<file path="config.mk">
export PLATFORM = sky130hd
export DESIGN_NAME = hdmi_display
export DESIGN_NICKNAME = d
export VERILOG_FILES = /design/src/source/video_timing_pkg.sv /design/src/source/pixel_pkg.sv /design/src/source/display_ctrl.sv /design/src/source/sync_gen.sv /design/src/source/pixel_delay.sv /design/src/source/disp_pack.sv /design/src/source/hdmi_display.sv
export SDC_FILE = /design/constraint.sdc
export NUM_CORES = 1
export LEC_CHECK = 0
export BUFFER_PORTS_ARGS = -buffer_cell sky130_fd_sc_hd__buf_2
export CAP_MARGIN = 25
export CORE_ASPECT_RATIO = 0.8
export CORE_MARGIN = 5
export CORE_UTILIZATION = 40
export CTS_CLUSTER_DIAMETER = 150
export DETAILED_ROUTE_END_ITERATION = 12
export PLACE_DENSITY_LB_ADDON = 0.25
export SLEW_MARGIN = 15
export SYNTH_ARGS = -nofsm -noshare
export SYNTH_HDL_FRONTEND = slang
export SYNTH_SLANG_ARGS = --single-unit
</file>
<file path="constraint.sdc">
create_clock -name clk -period 3.2 [get_ports clk]
set_input_delay 0.64 -clock clk [delete_from_list [all_inputs] [get_ports clk]]
set_output_delay 0.64 -clock clk [all_outputs]
set_load 0.02 [all_outputs]
</file>
<file path="src/source/video_timing_pkg.sv">
package video_timing_pkg;

    // Coordinate widths, sized for a 1280x720 class raster
    localparam int X_BITS = 11;
    localparam int Y_BITS = 10;

    typedef logic [X_BITS-1:0] x_coord_t;
    typedef logic [Y_BITS-1:0] y_coord_t;

    // One raster position as seen by the display side
    typedef struct packed {
        logic     hs;
        logic     vs;
        logic     de;
        logic     line_start; // First de cycle of a line
        x_coord_t x;          // Zero outside the active area
        y_coord_t y;
    } raster_t;

endpackage : video_timing_pkg

</file>
<file path="src/source/pixel_pkg.sv">
package pixel_pkg;

    import video_timing_pkg::*;

    // Camera side pixel, red sits in the low bits
    typedef struct packed {
        logic [4:0] b;
        logic [5:0] g;
        logic [4:0] r;
    } rgb565_t;

    typedef struct packed {
        logic [7:0] r;
        logic [7:0] g;
        logic [7:0] b;
    } rgb888_t;

    // Display side packet, 49 bits
    typedef struct packed {
        logic     hs;
        logic     vs;
        logic     de;
        logic     line_start;
        rgb888_t  color;
        x_coord_t x;
        y_coord_t y;
    } disp_packet_t;

    // Widen each channel by padding zeros below the MSBs
    function automatic rgb888_t expand_565(rgb565_t p);
        rgb888_t c;
        c.r = {p.r, 3'b000};
        c.g = {p.g, 2'b00};
        c.b = {p.b, 3'b000};
        return c;
    endfunction

endpackage : pixel_pkg

</file>
<file path="src/source/display_ctrl.sv">
`timescale 1ns/1ps

module display_ctrl (
    input  logic clk,
    input  logic svg_rstn,
    input  logic i_vsync,
    output logic o_run
);

    logic vsync_d;
    logic vsync_rise;

    // Previous vsync sample for the edge detector
    always_ff @(posedge clk) begin
        vsync_d <= i_vsync;
    end

    assign vsync_rise = i_vsync & ~vsync_d;

    // Run latch, set once by the first rising edge
    always_ff @(posedge clk) begin
        if (!svg_rstn) begin
            o_run <= 1'b0;
        end else if (vsync_rise) begin
            o_run <= 1'b1; // Later edges change nothing
        end
    end

endmodule : display_ctrl

</file>
<file path="src/source/sync_gen.sv">
`timescale 1ns/1ps

module sync_gen #(
    parameter int H_SYNC = 12,
    parameter int H_BP   = 300,
    parameter int H_ACT  = 1280,
    parameter int H_FP   = 300,
    parameter int V_SYNC = 2,
    parameter int V_BP   = 9,
    parameter int V_ACT  = 720,
    parameter int V_FP   = 9
) (
    input  logic                      clk,
    input  logic                      svg_rstn,
    input  logic                      i_run,
    output video_timing_pkg::raster_t o_raster
);

    import video_timing_pkg::*;

    localparam int H_TOTAL = H_SYNC + H_BP + H_ACT + H_FP;
    localparam int V_TOTAL = V_SYNC + V_BP + V_ACT + V_FP;

    // Compare points at counter width
    localparam x_coord_t H_LAST     = x_coord_t'(H_TOTAL - 1);
    localparam x_coord_t H_SYNC_END = x_coord_t'(H_SYNC);
    localparam x_coord_t H_ACT_BEG  = x_coord_t'(H_SYNC + H_BP);
    localparam x_coord_t H_ACT_END  = x_coord_t'(H_SYNC + H_BP + H_ACT);

    localparam y_coord_t V_LAST     = y_coord_t'(V_TOTAL - 1);
    localparam y_coord_t V_SYNC_END = y_coord_t'(V_SYNC);
    localparam y_coord_t V_ACT_BEG  = y_coord_t'(V_SYNC + V_BP);
    localparam y_coord_t V_ACT_END  = y_coord_t'(V_SYNC + V_BP + V_ACT);

    x_coord_t h_cnt;
    y_coord_t v_cnt;
    logic     h_act;
    logic     v_act;
    logic     in_act;

    always_ff @(posedge clk) begin
        if (!svg_rstn) begin
            h_cnt <= '0;
            v_cnt <= '0;
        end else if (i_run) begin
            if (h_cnt == H_LAST) begin
                h_cnt <= '0;
                if (v_cnt == V_LAST) begin
                    v_cnt <= '0; // End of frame
                end else begin
                    v_cnt <= v_cnt + 1'b1;
                end
            end else begin
                h_cnt <= h_cnt + 1'b1;
            end
        end
    end

    assign h_act  = (h_cnt >= H_ACT_BEG) && (h_cnt < H_ACT_END);
    assign v_act  = (v_cnt >= V_ACT_BEG) && (v_cnt < V_ACT_END);
    assign in_act = h_act && v_act;

    // Raster stays all zeros until the generator is started
    always_comb begin
        o_raster = '0;
        if (i_run) begin
            o_raster.hs         = h_cnt < H_SYNC_END;
            o_raster.vs         = v_cnt < V_SYNC_END;
            o_raster.de         = in_act;
            o_raster.line_start = in_act && (h_cnt == H_ACT_BEG);
            if (in_act) begin
                o_raster.x = h_cnt - H_ACT_BEG;
                o_raster.y = v_cnt - V_ACT_BEG;
            end
        end
    end

endmodule : sync_gen

</file>
<file path="src/source/pixel_delay.sv">
`timescale 1ns/1ps

module pixel_delay #(
    parameter int DEPTH = 25
) (
    input  logic               clk,
    input  pixel_pkg::rgb565_t i_pix,
    output pixel_pkg::rgb565_t o_pix
);

    import pixel_pkg::*;

    rgb565_t pipe [DEPTH];

    // Plain shift chain, one stage per clock
    always_ff @(posedge clk) begin
        pipe[0] <= i_pix;
        for (int i = 1; i < DEPTH; i++) begin
            pipe[i] <= pipe[i-1];
        end
    end

    assign o_pix = pipe[DEPTH-1];

endmodule : pixel_delay

</file>
<file path="src/source/disp_pack.sv">
`timescale 1ns/1ps

module disp_pack (
    input  logic                        clk,
    input  logic                        svg_rstn,
    input  video_timing_pkg::raster_t   i_raster,
    input  pixel_pkg::rgb565_t          i_pix,
    output pixel_pkg::disp_packet_t     o_pack
);

    import pixel_pkg::*;

    rgb888_t color;

    // Colour only shows inside the active area
    assign color = i_raster.de ? expand_565(i_pix) : '0;

    always_ff @(posedge clk) begin
        if (!svg_rstn) begin
            o_pack <= '0;
        end else begin
            o_pack.hs         <= i_raster.hs;
            o_pack.vs         <= i_raster.vs;
            o_pack.de         <= i_raster.de;
            o_pack.line_start <= i_raster.line_start;
            o_pack.color      <= color;
            o_pack.x          <= i_raster.x;
            o_pack.y          <= i_raster.y;
        end
    end

endmodule : disp_pack

</file>
<file path="src/source/hdmi_display.sv">
`timescale 1ns/1ps

module hdmi_display #(
    parameter int H_SYNC     = 12,
    parameter int H_BP       = 300,
    parameter int H_ACT      = 1280,
    parameter int H_FP       = 300,
    parameter int V_SYNC     = 2,
    parameter int V_BP       = 9,
    parameter int V_ACT      = 720,
    parameter int V_FP       = 9,
    parameter int DATA_DELAY = 25  // Pixel pipe depth before the packer
) (
    input  logic                    clk,
    input  logic                    svg_rstn,
    input  logic                    i_vsync,
    input  logic                    i_href,   // Not used, kept on the port list
    input  pixel_pkg::rgb565_t      i_data,
    output pixel_pkg::disp_packet_t o_pack
);

    import video_timing_pkg::*;
    import pixel_pkg::*;

    logic    run;
    raster_t raster;
    rgb565_t pix_dly;

    // Frame start follows the source vsync
    display_ctrl u_display_ctrl (
        .clk      (clk),
        .svg_rstn (svg_rstn),
        .i_vsync  (i_vsync),
        .o_run    (run)
    );

    sync_gen #(
        .H_SYNC (H_SYNC),
        .H_BP   (H_BP),
        .H_ACT  (H_ACT),
        .H_FP   (H_FP),
        .V_SYNC (V_SYNC),
        .V_BP   (V_BP),
        .V_ACT  (V_ACT),
        .V_FP   (V_FP)
    ) u_sync_gen (
        .clk      (clk),
        .svg_rstn (svg_rstn),
        .i_run    (run),
        .o_raster (raster)
    );

    pixel_delay #(
        .DEPTH (DATA_DELAY)
    ) u_pixel_delay (
        .clk   (clk),
        .i_pix (i_data),
        .o_pix (pix_dly)
    );

    disp_pack u_disp_pack (
        .clk      (clk),
        .svg_rstn (svg_rstn),
        .i_raster (raster),
        .i_pix    (pix_dly),
        .o_pack   (o_pack)
    );

endmodule : hdmi_display

</file>
==> metrics.txt, run 1 <==
worst vdd ir 0.489 mV; Combinational Power Share 0.3%; adder-cell share of the synthesized area 0.472%; grt ovf 0; Synth Area in XOR/XNOR roughly 1.7%; core area between 20000 and 30000 um^2; clock buffer count from CTS 42; CTS Root Cell clkbuf_16; Worst setup EP type flop; post-DR vias/cell just under 4; largest net degree at the start of global routing 22; hold bufs inserted after CTS 0; die height roughly 160 um; Tcrit/Tclk final between 70 and 80%; clk_skew between 0.01 and 0.015 ns; Total GRT Usage approximately 7.2%; Final min period ~2.5 ns; CTS sink count approximately 460; Cell Pwr Density a little under 900 nW/um^2; FMAX 401 MHz; CTS clk-pin slew, worst paths 0.06 ns; CTS tree built; post-CTS setup buffer count 0; P&R area growth vs syn 19.2%; Slew @ Worst Pin between 0.4 and 0.5 ns; post-synthesis mux area share less than 1%; cell area after layout 12600 um^2; met3 Use GR approximately 3.2%; Sw Pwr ~2 mW; Max-Cap Viols 0; port bufs between 50 and 60; largest family of logic cells by synthesized area simple AND/OR/NAND/NOR gates; H-tree depth 2; Reg power frac a little under three fifths; clock share of power approximately 44%; Sw Share a little under a fifth; vias ~4500; CP max stage delay a little over 0.6 ns; startpoint types flop; # placed instances between 1000 and 1500; status finished clean; 1st-pass router iterations 4; synthesized area ~11000 um^2; Ports 69; CP Cell Sequence or4b_4, or4_1, or4b_1, a21oi_1; Power Total 11.0 mW; vias in the first global route 3913; GPL Wtd Cong roughly 0.74; DRT iter0 DRCs 253; setup TNS 0 ns; Max clock buf depth 3; slowest cell on the critical path or4_1; Hold Path Class primary input to flop; Post-DP Area roughly 11000 um^2; Req. time, crit path 3.65 ns; Post-CTS Resized 0; CP arrival between 2 and 3 ns; Synth Instances 684; Ys Warns 0; Max-slew headroom 65.9%; DPL Wire Length approximately 5800 um; fin cells around 1200; Clk Latency, worst-skew pair about 0.53 ns; Post-DRT Antenna Nets 0; RSZ-0062 raised after global routing false; global route hottest layer met2; LEAKAGE about 5.3 nW; Mean Syn Cell Area 15.5 um^2; simple-gate share of the synthesized area under 10%; routed wire length between 10000 and 15000 um; final setup vio count 0; FFs w/ async S/R, synth 0%; fin. max-slew vios 0; Yosys reg bits about 460; Compound-Gate Fraction of Synth Area under 10%; drt drc 0; hold slack approximately 0.21 ns; initial antenna violation count 0; WS Path Type flop to flop; critical path peak fanout 12; Hold Vio Cnt, Final 0; Synth cell types between 40 and 50; die area roughly 30000 um^2; Seq/Total Area, Yosys roughly 88%; ratio of cells with drive above 1 in the final layout 16.2%; M2 GR Usage between 10 and 15%; die width 192 um; Top FF cell, synth dfxtp_1; Initial Utilization 40.5%; first-pass GRT wire length 18100 um; ANT cells 0; Final nets 790; num rows 53; M1 GR Usage 9.25%; Pint around 9.0 mW; WL per Instance ~9.4 um; EDFF count, synth 0
## layout make-up
type / count / area (um^2)
Sequential cell: 464 / 9290
Inverter: 5 / 18.8
Fill cell: 2248 / 13600
Timing Repair Buffer: 60 / 303
Multi-Input combinational cell: 193 / 1180
Tap cell: 357 / 447
Clock buffer: 62 / 1280
Clock inverter: 10 / 129
## critical path: cells and delay by family, from the launching register on
kind,cells,cell delay [ns]
AO/OA/AOI/OAI,1,0.15
flip-flops,1,0.57
AND/OR/NAND/NOR,3,1.71
## metrics by stage
stage                     utilization [%]  setup WS (ns)
after floorplan                         -           1.01
after global placement               42.9          0.764
after detailed placement             42.9          0.724
after CTS                            48.3          0.696
after global routing                 48.3          0.464
final                                48.3          0.705
## routing by layer
layer	share of wire, %	vias to the layer above
met4	3.0	0
met5	0	-
met2	40	129
li1	-	2355
met1	47	1965
met3	9.5	29
## power groups by stage
stage               registers (mW)  clock network (mW)  logic, mW
global placement              6.22                   0     0.0348
finish                        6.10                4.89     0.0351
detailed placement            6.23                   0     0.0354
global route                  6.12                5.33     0.0403
CTS                           6.10                5.08     0.0354
floorplan                     6.21                   0     0.0296
## cells by family (layout without fill, tap and decap cells)
group,Yosys count,after routing
adder cells (fa/ha/maj),4,4
AND/OR/NAND/NOR,122,122
other,1,8
XOR/XNOR,20,20
buffers and inverters,34,137
multiplexers,3,3
flip-flops,464,464
AO/OA/AOI/OAI,36,36
## cells in the final DEF, fill, tap and decap left out, types with 7 or more instances in the layout
master	instances
a21oi_1	12
and2_1	22
buf_2	59
clkbuf_16	43
clkbuf_8	13
conb_1	8
dfxtp_1	464
nand2_1	22
nand3_1	8
nand4_1	7
nor2_1	27
nor3_1	7
xnor2_1	15
## registers in the layout, summed over array words and instances, names as in the netlist
name and flops:
u_pixel_delay.pipe 400, u_sync_gen.v_cnt 10, u_display_ctrl.o_run 1, u_disp_pack.o_pack 41, u_sync_gen.h_cnt 11, u_display_ctrl.vsync_d 1
## final timing paths
kind                        startpoint                        end  slack (ns)  cells past startpoint
max                u_sync_gen.h_cnt[8]        u_sync_gen.v_cnt[8]        0.71                      4
min                          i_data[9]   u_pixel_delay.pipe[0][9]        0.21                      1
max reg2reg        u_sync_gen.h_cnt[8]        u_sync_gen.v_cnt[8]        0.71                      4
min reg2reg  u_pixel_delay.pipe[20][5]  u_pixel_delay.pipe[21][5]        0.32                      0
## cells in the mapped netlist, drive strengths merged, types with 2 or more instances
master / number / area, um^2
and3: 3 / 18.8
o21ai: 5 / 25.0
mux2i: 3 / 30.0
or3: 6 / 37.5
o31ai: 3 / 22.5
ha: 4 / 50.1
a21oi: 12 / 60.1
buf: 12 / 85.1
inv: 5 / 18.8
a21o: 3 / 22.5
xor2: 5 / 43.8
clkbuf: 17 / 63.8
o22ai: 2 / 12.5
nor2: 27 / 101
nand3b: 2 / 15.0
nor3: 7 / 35.0
a211o: 2 / 17.5
a2111oi: 3 / 26.3
and2: 22 / 138
nand3: 8 / 40.0
dfxtp: 464 / 9290
nand2: 22 / 82.6
or4: 3 / 22.5
nor4: 4 / 25.0
and4: 2 / 18.8
nand2b: 2 / 12.5
or4b: 4 / 43.8
nand4: 7 / 43.8
xnor2: 15 / 131
No activity file was read; power rests on OpenSTA's default activity.
==> inputs of run 2 (changes only) <==
clock period = 2.5 ns   (was 3.2 ns; I/O delays follow)
==> run 2 against run 1 <==
Effect of this change: core utilization fell by 0.091 points; clock power rose by 24%; final area fell by 0.19%; final cell count rose by 0.43%; critical endpoint unchanged; worst hold slack got worse by 0.14 ns; first-iteration DRC count fell by 29%; highest routed layer unchanged; worst setup slack got worse by 0.56 ns; register-to-register slack got worse by 0.56 ns; routed wire length rose by 0.74%.
==> metrics.txt, run 2 (synthesized netlist as in run 1, its figures left out) <==
die area 29900 um^2 (unchanged); WS Path Type flop to flop; DRT iter0 DRCs 180 (-29%); largest net degree at the start of global routing 22 (unchanged); met1 wire length 4920 um (-3.9%); Tcrit/Tclk final 94.2% (+16 points); most frequent cells in the layout dfxtp_1 (464), buf_2 (59), clkbuf_16 (43), nor2_1 (27); slowest cell on the critical path or4_1; 1st-pass router iterations 4 (unchanged); max reg flops 400 (unchanged); Post-CTS Resized 0 (unchanged); post-CTS setup buffer count 0 (unchanged); WL per Instance 9.48 um (+0.31%); LEAKAGE 5.31 nW (-0.24%); Finished Core Util 48.2% (-0.091 points); status finished clean; port bufs 59 (unchanged); CTS tree built; Max-Cap Viols 0 (unchanged); RSZ-0062 raised after global routing false; Req. time, crit path 2.95 ns (-0.70 ns); worst vdd ir 0.583 mV (+19%); setup TNS 0 ns (unchanged); Cell Pwr Density 1100 nW/um^2 (+26%); H-tree depth 2 (unchanged); worst reg-to-reg setup slack 0.15 ns (-0.56 ns); grt ovf 0 (unchanged); P&R area growth vs syn 18.9%; CP Cell Sequence or4b_4, or4_1, or4b_1, a21oi_1; Max-slew headroom 59.8% (-6.1 points); drt drc 0 (unchanged); Clk Latency, worst-skew pair 0.51 ns (-0.02 ns); Largest regs u_pixel_delay.pipe (400), u_disp_pack.o_pack (41), u_sync_gen.h_cnt (11); Post-DRT Antenna Nets 0 (unchanged); GPL Wtd Cong 0.761 (+3.2%); vias in the first global route 4215 (+7.7%); hold bufs inserted after CTS 0 (unchanged); met3 routed WL 978 um (-5.2%); Biggest register u_pixel_delay.pipe; die width 192 um (unchanged); vias 4592 (+2.5%); num rows 53 (unchanged); Final min period 2.35 ns (-0.140 ns); CTS clk-pin slew, worst paths 0.06 ns (about the same); ANT cells 0 (unchanged); startpoint types flop; initial antenna violation count 0 (unchanged); commonest non-fill, non-tap cell in the layout dfxtp_1; CTS Root Cell clkbuf_16; Crit path max-delay family simple AND/OR/NAND/NOR gates; Max clock buf depth 3 (unchanged); CP arrival 2.80 ns (-0.14 ns); Bufs and invs on worst path 0 (unchanged); post-DR vias/cell 3.97 (+2.1%); final setup vio count 0 (unchanged); top layer in use met4; ratio of cells with drive above 1 in the final layout 16.4% (+0.15 points); Slew @ Worst Pin 0.588 ns (+0.0894 ns); critical path peak fanout 7 (-5); CTS sink count 464 (unchanged); fin. max-slew vios 0 (unchanged); clk_skew 0.00723 ns (-0.00287 ns); Total GRT Usage 7.60% (+0.38 points); FMAX 425 MHz (+6.0%); Ports 69 (unchanged); core area 26200 um^2 (unchanged); clock buffer count from CTS 42 (unchanged); Initial Utilization 40.5% (unchanged); hold slack 0.0744 ns (-0.136 ns); Hold Vio Cnt, Final 0 (unchanged); die height 156 um (unchanged); CP max stage delay 0.62 ns (about the same); Final nets 794 (+0.51%); Hold Path Class primary input to flop; met2 WL 4650 um (+5.8%); first-pass GRT wire length 19100 um (+5.8%); Worst setup EP type flop; DPL Wire Length 5930 um (+3.1%); routed wire length 11000 um (+0.74%)
==> run 2: worst paths after layout <==
path | from | to | depth (start not counted)
setup / recovery | u_sync_gen.h_cnt[2] | u_sync_gen.v_cnt[8] | 4
hold / removal | i_data[11] | u_pixel_delay.pipe[0][11] | 1
setup reg to reg | u_sync_gen.h_cnt[2] | u_sync_gen.v_cnt[8] | 4
hold reg to reg | u_pixel_delay.pipe[20][2] | u_pixel_delay.pipe[21][2] | 0
==> run 2: metal layers <==
layer,global-route usage [%],up-vias
li1,-,2368
met1,9.56,2073
met2,11.2,115
met3,3.27,36
met4,3.97,0
met5,0,-
==> run 2: layout make-up <==
class / instances / area, um^2
clock buffer: 63 / 1250
clock inverter: 10 / 97.6
fill: 2283 / 13600
inverter: 5 / 22.5
multi-input combinational: 193 / 1180
sequential: 464 / 9290
tap: 357 / 447
timing repair buffer: 64 / 333
==> run 2: power breakdown <==
| part | leakage, nW | internal, mW | switching (mW) |
|---|---|---|---|
| sequential | 3.89 | 7.74 | 0.0616 |
| combinational | 0.753 | 0.0191 | 0.0307 |
| clock | 0.670 | 3.57 | 2.48 |
==> run 2: stage by stage <==
step	worst slack (ns)	instances	power (mW)	area (um^2)
finish	0.146	1156	13.9	12600
global route	0.0337	1156	14.5	12600
CTS	0.150	1156	14.2	12600
detailed placement	0.171	1083	8.02	11300
global placement	0.206	1083	8.01	11300
floorplan	0.306	691	7.99	10600
